`src/source/isaPkg.sv`:
```
package isaPkg;

    // Data, address and instruction width
    localparam int dataWidth = 8;

    typedef logic [dataWidth-1:0] dataT;

    ////////////////////////////////
    // Low nibble of an instruction byte
    // Codes not listed here end the thread like opGotoIdle
    typedef enum logic [3:0] {
        opReadA    = 4'd0,
        opReadB    = 4'd1,
        opWriteA   = 4'd2,
        opWriteB   = 4'd3,
        opMathsA   = 4'd4,
        opMathsB   = 4'd5,
        opBranchIf = 4'd6,
        opGoto     = 4'd7,
        opGotoIdle = 4'd8,
        opLoadImmA = 4'd13,
        opLoadImmB = 4'd14
    } opcodeE;

    ////////////////////////////////
    // High nibble, ALU function
    typedef enum logic [3:0] {
        aluAdd       = 4'd0,
        aluSub       = 4'd1,
        aluMul       = 4'd2,
        aluShiftLeft = 4'd3,
        aluShiftRight = 4'd4,
        aluIncA      = 4'd5,
        aluIncB      = 4'd6,
        aluDecA      = 4'd7,
        aluDecB      = 4'd8,
        aluEqual     = 4'd9,
        aluGreater   = 4'd10,
        aluLess      = 4'd11
    } aluFuncE;

    ////////////////////////////////
    // Sequencer states, grouped by high nibble per instruction
    typedef enum logic [7:0] {
        stChooseOp = 8'h00,
        stRead0    = 8'h10,
        stRead1    = 8'h11,
        stRead2    = 8'h12,
        stRead3    = 8'h13,
        stWrite0   = 8'h20,
        stWrite1   = 8'h21,
        stMaths0   = 8'h30,
        stMaths1   = 8'h31,
        stBranch0  = 8'h40,
        stBranch1  = 8'h41,
        stGoto0    = 8'h50,
        stGoto1    = 8'h51,
        stGoto2    = 8'h52,
        stLoadImm0 = 8'h80,
        stLoadImm1 = 8'h81,
        stIdle     = 8'hF0,
        stThread0  = 8'hF1,
        stThread1  = 8'hF2,
        stThread2  = 8'hF3
    } stateE;

    // Register write-back source
    typedef enum logic [1:0] {
        wbBus = 2'd0,
        wbAlu = 2'd1,
        wbRom = 2'd2
    } wbSrcE;

endpackage

```
`src/source/systemPkg.sv`:
```
package systemPkg;

    import isaPkg::*;

    ////////////////////////////////
    // Data bus map
    // Address parked on the bus between accesses
    localparam dataT idleBusAddr = 8'hFF;

    ////////////////////////////////
    // Interrupts
    localparam int interruptCount = 2;

    // ROM bytes holding the thread start address of each line
    // Line 0 is the higher priority line
    localparam dataT vectorAddrA = 8'hFF;
    localparam dataT vectorAddrB = 8'hFE;

    ////////////////////////////////
    // Reset values
    // First instruction decoded after reset
    localparam dataT resetPc = 8'h00;

endpackage

```
`src/source/alu.sv`:
```
`timescale 1ns/1ps

module alu
    import isaPkg::*;
(
    // Operands straight from the register bank
    input  dataT    inA,
    input  dataT    inB,
    // High nibble of the current instruction byte
    input  aluFuncE func,
    output dataT    result
);

    // Full product, only the low byte is kept
    logic [2*dataWidth-1:0] product;

    assign product = inA * inB;

    always_comb begin
        case (func)
            // Arithmetic
            aluAdd: result = inA + inB;
            aluSub: result = inA - inB;
            aluMul: result = product[dataWidth-1:0];

            // Single bit shifts of A
            aluShiftLeft: result = inA << 1;
            aluShiftRight: result = inA >> 1;

            // Increment and decrement
            aluIncA: result = inA + 8'd1;
            aluIncB: result = inB + 8'd1;
            aluDecA: result = inA - 8'd1;
            aluDecB: result = inB - 8'd1;

            // Compares give 1 or 0, used by the branch test
            aluEqual: begin
                result = (inA == inB) ? 8'd1 : 8'd0;
            end
            aluGreater: begin
                result = (inA > inB) ? 8'd1 : 8'd0;
            end
            aluLess: begin
                result = (inA < inB) ? 8'd1 : 8'd0;
            end

            // Unused codes
            default: result = '0;
        endcase
    end

endmodule

```
`src/source/registerBank.sv`:
```
`timescale 1ns/1ps

module registerBank
    import isaPkg::*;
(
    input  logic  CLK,
    input  logic  RESET,
    // Write-back request from the sequencer
    input  logic  wbEnable,
    input  logic  wbSelB,
    input  wbSrcE wbSrc,
    // Candidate sources
    input  dataT  busDataIn,
    input  dataT  aluResult,
    input  dataT  romData,
    // Working registers
    output dataT  regA,
    output dataT  regB
);

    dataT wbData;

    ////////////////////////////////
    // Source select
    always_comb begin
        case (wbSrc)
            wbBus: wbData = busDataIn;
            wbAlu: wbData = aluResult;
            wbRom: wbData = romData;
            default: wbData = '0;
        endcase
    end

    ////////////////////////////////
    // Registers A and B
    // Only the selected register loads on the strobe edge
    always_ff @(posedge CLK) begin
        if (RESET) begin
            regA <= '0;
            regB <= '0;
        end else if (wbEnable) begin
            if (wbSelB) begin
                regB <= wbData;
            end else begin
                regA <= wbData;
            end
        end
    end

endmodule

```
`src/source/controlSequencer.sv`:
```
`timescale 1ns/1ps

module controlSequencer
    import isaPkg::*;
    import systemPkg::*;
(
    input  logic                      CLK,
    input  logic                      RESET,
    // Program ROM, one cycle registered read
    output dataT                      romAddress,
    input  dataT                      romData,
    // Data bus
    output dataT                      busAddr,
    output dataT                      busDataOut,
    output logic                      busWe,
    // Interrupt lines
    input  logic [interruptCount-1:0] interruptRaise,
    output logic [interruptCount-1:0] interruptAck,
    // ALU and register bank
    input  dataT                      aluResult,
    input  dataT                      regA,
    input  dataT                      regB,
    output aluFuncE                   aluFunc,
    output logic                      wbEnable,
    output logic                      wbSelB,
    output wbSrcE                     wbSrc
);

    stateE state;
    stateE nextState;
    dataT pc;
    dataT nextPc;
    // Offset 1 fetches the operand byte after the opcode
    logic pcOffset;
    logic nextPcOffset;
    dataT busAddrReg;
    dataT nextBusAddr;
    // Register targeted by the current instruction, 1 is B
    logic regSel;
    logic nextRegSel;
    logic [interruptCount-1:0] ackReg;
    logic [interruptCount-1:0] nextAck;
    opcodeE opcode;

    ////////////////////////////////
    // Fixed decode of the ROM byte
    assign opcode = opcodeE'(romData[3:0]);
    assign aluFunc = aluFuncE'(romData[7:4]);
    assign romAddress = pc + dataT'(pcOffset);

    // Write drives address and strobe in its last cycle
    // Operand byte arrives from ROM in that same cycle
    assign busAddr = (state == stWrite1) ? romData : busAddrReg;
    assign busWe = (state == stWrite1);
    assign busDataOut = regSel ? regB : regA;
    assign interruptAck = ackReg;
    assign wbSelB = regSel;

    ////////////////////////////////
    // Write-back requests
    always_comb begin
        wbEnable = 1'b0;
        wbSrc = wbAlu;
        case (state)
            stRead3: begin
                wbEnable = 1'b1;
                wbSrc = wbBus;
            end
            stMaths0: begin
                wbEnable = 1'b1;
                wbSrc = wbAlu;
            end
            stLoadImm1: begin
                wbEnable = 1'b1;
                wbSrc = wbRom;
            end
            default: begin
                wbEnable = 1'b0;
            end
        endcase
    end

    ////////////////////////////////
    // State registers
    always_ff @(posedge CLK) begin
        if (RESET) begin
            state <= stChooseOp;
            pc <= resetPc;
            pcOffset <= 1'b0;
            busAddrReg <= idleBusAddr;
            regSel <= 1'b0;
            ackReg <= '0;
        end else begin
            state <= nextState;
            pc <= nextPc;
            pcOffset <= nextPcOffset;
            busAddrReg <= nextBusAddr;
            regSel <= nextRegSel;
            ackReg <= nextAck;
        end
    end

    ////////////////////////////////
    // Next state logic
    always_comb begin
        // Defaults hold the thread and park the bus
        nextState = state;
        nextPc = pc;
        nextPcOffset = 1'b0;
        nextBusAddr = idleBusAddr;
        nextRegSel = regSel;
        nextAck = '0;

        case (state)
            // Wait for an interrupt, line 0 first
            stIdle: begin
                if (interruptRaise[0]) begin
                    nextState = stThread0;
                    nextPc = vectorAddrA;
                    nextAck[0] = 1'b1;
                end else if (interruptRaise[1]) begin
                    nextState = stThread0;
                    nextPc = vectorAddrB;
                    nextAck[1] = 1'b1;
                end
            end
            // Vector byte on its way from ROM
            stThread0: nextState = stThread1;
            stThread1: begin
                nextState = stThread2;
                nextPc = romData;
            end
            // New address goes out to ROM
            stThread2: nextState = stChooseOp;

            // Decode, operand byte is fetched next
            stChooseOp: begin
                nextPcOffset = 1'b1;
                nextRegSel = opcode inside {opReadB, opWriteB, opMathsB, opLoadImmB};
                case (opcode)
                    opReadA, opReadB: nextState = stRead0;
                    opWriteA, opWriteB: nextState = stWrite0;
                    opMathsA, opMathsB: nextState = stMaths0;
                    opBranchIf: nextState = stBranch0;
                    opGoto: nextState = stGoto0;
                    opLoadImmA, opLoadImmB: nextState = stLoadImm0;
                    // Goto idle and all unused codes
                    default: nextState = stIdle;
                endcase
            end

            ////////////////////////////////
            // Memory read
            stRead0: nextState = stRead1;
            stRead1: begin
                nextState = stRead2;
                nextBusAddr = romData;
            end
            // RAM samples the address here
            stRead2: begin
                nextState = stRead3;
                nextPc = pc + 8'd2;
            end
            // Bus data loads into the register
            stRead3: nextState = stChooseOp;

            // Memory write
            stWrite0: begin
                nextState = stWrite1;
                nextPc = pc + 8'd2;
            end
            stWrite1: nextState = stChooseOp;

            // ALU result is ready in the first cycle
            stMaths0: begin
                nextState = stMaths1;
                nextPc = pc + 8'd1;
            end
            stMaths1: nextState = stChooseOp;

            ////////////////////////////////
            // Branch on a nonzero compare
            stBranch0: begin
                if (aluResult != '0) begin
                    // Target byte already requested
                    nextState = stGoto1;
                end else begin
                    nextState = stBranch1;
                    nextPc = pc + 8'd2;
                end
            end
            stBranch1: nextState = stChooseOp;

            // Goto
            stGoto0: nextState = stGoto1;
            stGoto1: begin
                nextState = stGoto2;
                nextPc = romData;
            end
            stGoto2: nextState = stChooseOp;

            // Load immediate from the operand byte
            stLoadImm0: begin
                nextState = stLoadImm1;
                nextPc = pc + 8'd2;
            end
            stLoadImm1: nextState = stChooseOp;

            default: nextState = stIdle;
        endcase
    end

endmodule

```
`src/source/cpuTop.sv`:
```
`timescale 1ns/1ps

module cpuTop
    import isaPkg::*;
    import systemPkg::*;
(
    input  logic                      CLK,
    input  logic                      RESET,
    // Program ROM
    output dataT                      romAddress,
    input  dataT                      romData,
    // Data bus with split data lines
    output dataT                      busAddr,
    input  dataT                      busDataIn,
    output dataT                      busDataOut,
    output logic                      busWe,
    // Interrupt handshake
    input  logic [interruptCount-1:0] interruptRaise,
    output logic [interruptCount-1:0] interruptAck
);

    dataT    regA;
    dataT    regB;
    dataT    aluResult;
    aluFuncE aluFunc;
    logic    wbEnable;
    logic    wbSelB;
    wbSrcE   wbSrc;

    // Sequencing, bus and interrupt control
    controlSequencer sequencer (
        .CLK(CLK),
        .RESET(RESET),
        .romAddress(romAddress),
        .romData(romData),
        .busAddr(busAddr),
        .busDataOut(busDataOut),
        .busWe(busWe),
        .interruptRaise(interruptRaise),
        .interruptAck(interruptAck),
        .aluResult(aluResult),
        .regA(regA),
        .regB(regB),
        .aluFunc(aluFunc),
        .wbEnable(wbEnable),
        .wbSelB(wbSelB),
        .wbSrc(wbSrc)
    );

    alu mathUnit (
        .inA(regA),
        .inB(regB),
        .func(aluFunc),
        .result(aluResult)
    );

    // Bus data goes straight to the registers
    registerBank registers (
        .CLK(CLK),
        .RESET(RESET),
        .wbEnable(wbEnable),
        .wbSelB(wbSelB),
        .wbSrc(wbSrc),
        .busDataIn(busDataIn),
        .aluResult(aluResult),
        .romData(romData),
        .regA(regA),
        .regB(regB)
    );

endmodule

```
`config.mk`:
```
export PLATFORM = sky130hd
export DESIGN_NAME = cpuTop
export DESIGN_NICKNAME = d
export VERILOG_FILES = /design/src/source/isaPkg.sv /design/src/source/systemPkg.sv /design/src/source/alu.sv /design/src/source/registerBank.sv /design/src/source/controlSequencer.sv /design/src/source/cpuTop.sv
export SDC_FILE = /design/constraint.sdc
export NUM_CORES = 1
export LEC_CHECK = 0
export BUFFER_PORTS_ARGS = -buffer_cell sky130_fd_sc_hd__buf_2
export CORE_MARGIN = 2
export CORE_UTILIZATION = 62
export DETAILED_ROUTE_END_ITERATION = 10
export PLACE_DENSITY = 0.83
export SYNTH_ARGS = -nofsm -noshare
export SYNTH_HDL_FRONTEND = slang
export SYNTH_SLANG_ARGS = --single-unit
```
`constraint.sdc`:
```
create_clock -name CLK -period 6.22 [get_ports CLK]
set_clock_uncertainty 0.2 [all_clocks]
set_input_delay 0.622 -clock CLK [delete_from_list [all_inputs] [get_ports CLK]]
set_output_delay 0.622 -clock CLK [all_outputs]
set_load 0.03 [all_outputs]
```
==> metrics.txt <==
Worst EP required=between 6 and 7 ns; GP Congestion=around 1.1; first-pass GRT wire length=23900 um; largest cells by area after synthesis=dfxtp_1, ha_1, fa_1; Post-CTS Hold Fix Bufs=0; post-CTS setup repair buffer count=0; die footprint=just over 0.009 sq mm; ANT cells=0; FF-to-FF path depth=17; startpoint types=flop; Final Setup Violations=0; post-synthesis cell type count=83; vias in the first global route=about 4900; syn_nets=between 700 and 800; CTS Sinks=42; Cell Area, Synth=0.00520 sq mm; Sum Neg Setup Slack=0 ns; Pleak=approximately 2.3 nW; Min-Delay Path Class=primary input to flop; Detailed Route WL=14800 um; number of max-cap violations=0; final worst-path cycle share=between 80% and 90%; CP Max Fanout=14; Synth area leader=dfxtp_1; DR iter-0 viols=300; Final Core Density=between 60% and 70%; Rows=33; IO buf count=46; Clock Tree Root=clkbuf_8; cts repair resizes=0; post-synthesis sequential area ratio=~16%; drc violations=0; Initial Util=63.7%; synth warn=0; Synth top area share=about 16%; Most used DFF post-synth=dfxtp_1; Worst-Margin Slew=between 1 and 1.5 ns; vias=approximately 5100; critical path launch point=registers.regA[3]$_SDFFE_PP0P_; I/O pins=47; R2R Path End=sequencer.pc[1]$_SDFFE_PP0P_; clock slew at reported path FFs=approximately 0.09 ns; RSZ-0062 raised after global routing=false; H-tree level count=2; shortest period the worst path allows=around 5.4 ns; P_int=between 0.9 and 1 mW; Clk pwr share=under 10%; Slew Viols, Final=0; status=complete, no violations; origin of the critical flop-to-flop path=registers.regA[3]$_SDFFE_PP0P_; DP Area=between 0.005 and 0.006 sq mm; Setup crit end kind=flop; CP arrival=roughly 5.4 ns; VDD IR max=0.279 mV; CTS Buf Count=5; layout cells sized above 1=about an eighth; worst hold path depth=2; placed wire-length estimate=~12000 um; Max Clk Rate=~180 MHz; Gate power share=roughly two thirds; FF+latch count, synth=between 40 and 50; Area Overhead vs Synth=4.91%; Finished Cell Area=approximately 0.0055 sq mm; worst slew margin relative to its limit=between 20% and 30%; CTS tree=yes; switching pwr=around 1.1 mW; Final nets=between 700 and 800; Die Wd=roughly 96 um; sequential power share=between 20% and 30%; Synth async-reset ratio=0%; EDFF count, synth=0; Clock Latency Late Sink=~0.30 ns; Power, Total=2.12 mW; Setup CP Type=flop to flop; Die Span Y=approximately 96 um; vias per inst=around 6.3; Bufs on Longest Clock Path=2; wire per inst=18.3 um; DRT antenna net count=0; Reg2Reg Setup Slack=0.80 ns; Filler cells=approximately 750; Hold Path End=sequencer.interruptAck[1]$_SDFF_PP0_; final hold violations=0; Avg Cell Area, Syn=~7.6 sq um; router iterations before antenna repair=5; HP Start=interruptRaise[0]; antenna violations before repair=0; PwrDens=approximately 390 mW/mm^2; Core ar.=around 0.0082 sq mm; largest net degree at the start of global routing=36; switch share=a little over half; gr usage total=33.5%; Synth Instances=roughly 700; gr ovfl total=0
layout by cell type (no fill, tap or decap), types with 4 or more instances in the layout:
cell,n
a211oi_1,28
a21o_1,6
a21oi_1,36
a221oi_1,7
a31oi_1,11
and2_1,9
and3_1,6
buf_2,46
buf_4,4
clkbuf_8,5
dfxtp_1,42
fa_1,15
ha_1,50
inv_1,50
mux2_2,6
nand2_1,70
nand2b_1,12
nand3_1,11
nand4_1,5
nor2_1,71
nor2b_1,11
nor3_1,17
o211ai_1,8
o21ai_0,38
o22ai_1,7
or2_2,7
or3_1,7
xnor2_1,25
xor2_1,13
sequential cells by signal, summed over array words and instances, names as in the netlist:
signal,flops
sequencer.state,6
registers.regA,8
registers.regB,8
sequencer.interruptAck,2
sequencer.wbSelB,1
sequencer.busAddrReg,8
sequencer.pcOffset,1
sequencer.pc,8
power by group through the flow:
stage               registers, mW  logic, mW  clock network [mW]
floorplan                   0.382       1.21                   0
global placement            0.480       1.40                   0
detailed placement          0.483       1.43                   0
CTS                         0.477       1.44               0.187
global route                0.495       1.61               0.198
finish                      0.481       1.45               0.186
final cells by class:
cell class / count / area, sq um / share of cell area, %
tap: 105 / 131 / 2.41
clock buffer: 5 / 68.8 / 1.26
multi-input combinational: 551 / 3940 / 72.2
timing repair buffer: 50 / 260 / 4.77
sequential: 42 / 841 / 15.4
inverter: 51 / 191 / 3.51
clock inverter: 3 / 25.0 / 0.458
worst max path at each step:
stage / depth (start not counted) / end / slack [ns]
2_1_floorplan: 17 / sequencer.pc[1]$_SDFFE_PP0P_ / 1.18
3_3_place_gp: 16 / sequencer.pc[1]$_SDFFE_PP0P_ / 0.96
3_5_place_dp: 17 / sequencer.pc[1]$_SDFFE_PP0P_ / 0.81
4_1_cts: 17 / sequencer.pc[1]$_SDFFE_PP0P_ / 0.80
5_1_grt: 17 / sequencer.pc[1]$_SDFFE_PP0P_ / 0.47
6_report: 17 / sequencer.pc[1]$_SDFFE_PP0P_ / 0.80
critical path, stage by stage, from the launching register on:
cell	delay (ns)
dfxtp_1	0.70
ha_1	0.25
inv_1	0.06
fa_1	0.54
inv_1	0.05
ha_1	0.29
fa_1	0.54
inv_1	0.05
fa_1	0.42
xor2_1	0.19
xnor3_1	0.34
xnor3_1	0.38
xnor3_4	0.26
o22ai_1	0.08
a221oi_2	0.32
a41o_2	0.34
nand2_1	0.08
a221oi_2	0.26
cell families after synthesis:
logic type / Yosys count / synth area share [%]
and+or+nand+nor: 246 / 22.8
xor gates and xnor gates: 42 / 8.08
adders and majority gates: 65 / 17.8
AOI/OAI and AO/OA: 189 / 25.2
DFF: 42 / 16.2
buffers and inverters: 88 / 8.10
muxes: 9 / 1.88
per-stage QoR:
step,std cells,setup WS (ns),hold WS (ns)
global route,807,0.475,0.333
CTS,807,0.797,0.320
finish,807,0.799,0.323
global placement,799,0.956,0.331
floorplan,681,1.18,0.300
detailed placement,799,0.809,0.352
synthesized netlist by cell type, types with 15 or more instances:
cell type / count
nand2_1: 70
o21ai_0: 38
a211oi_1: 28
dfxtp_1: 42
fa_1: 15
ha_1: 50
xnor2_1: 25
clkbuf_1: 20
nor3_1: 17
nor2_1: 71
a21oi_1: 36
inv_1: 50
per-layer routing:
layer / up-vias / track usage [%] / share of wire, %
li1: 2483 / - / -
met1: 2382 / 40.9 / 40
met2: 214 / 57.0 / 49
met3: 44 / 4.27 / 6.3
met4: 0 / 17.7 / 4.4
met5: - / 0 / 0
Power figures use the tool's default switching activity.
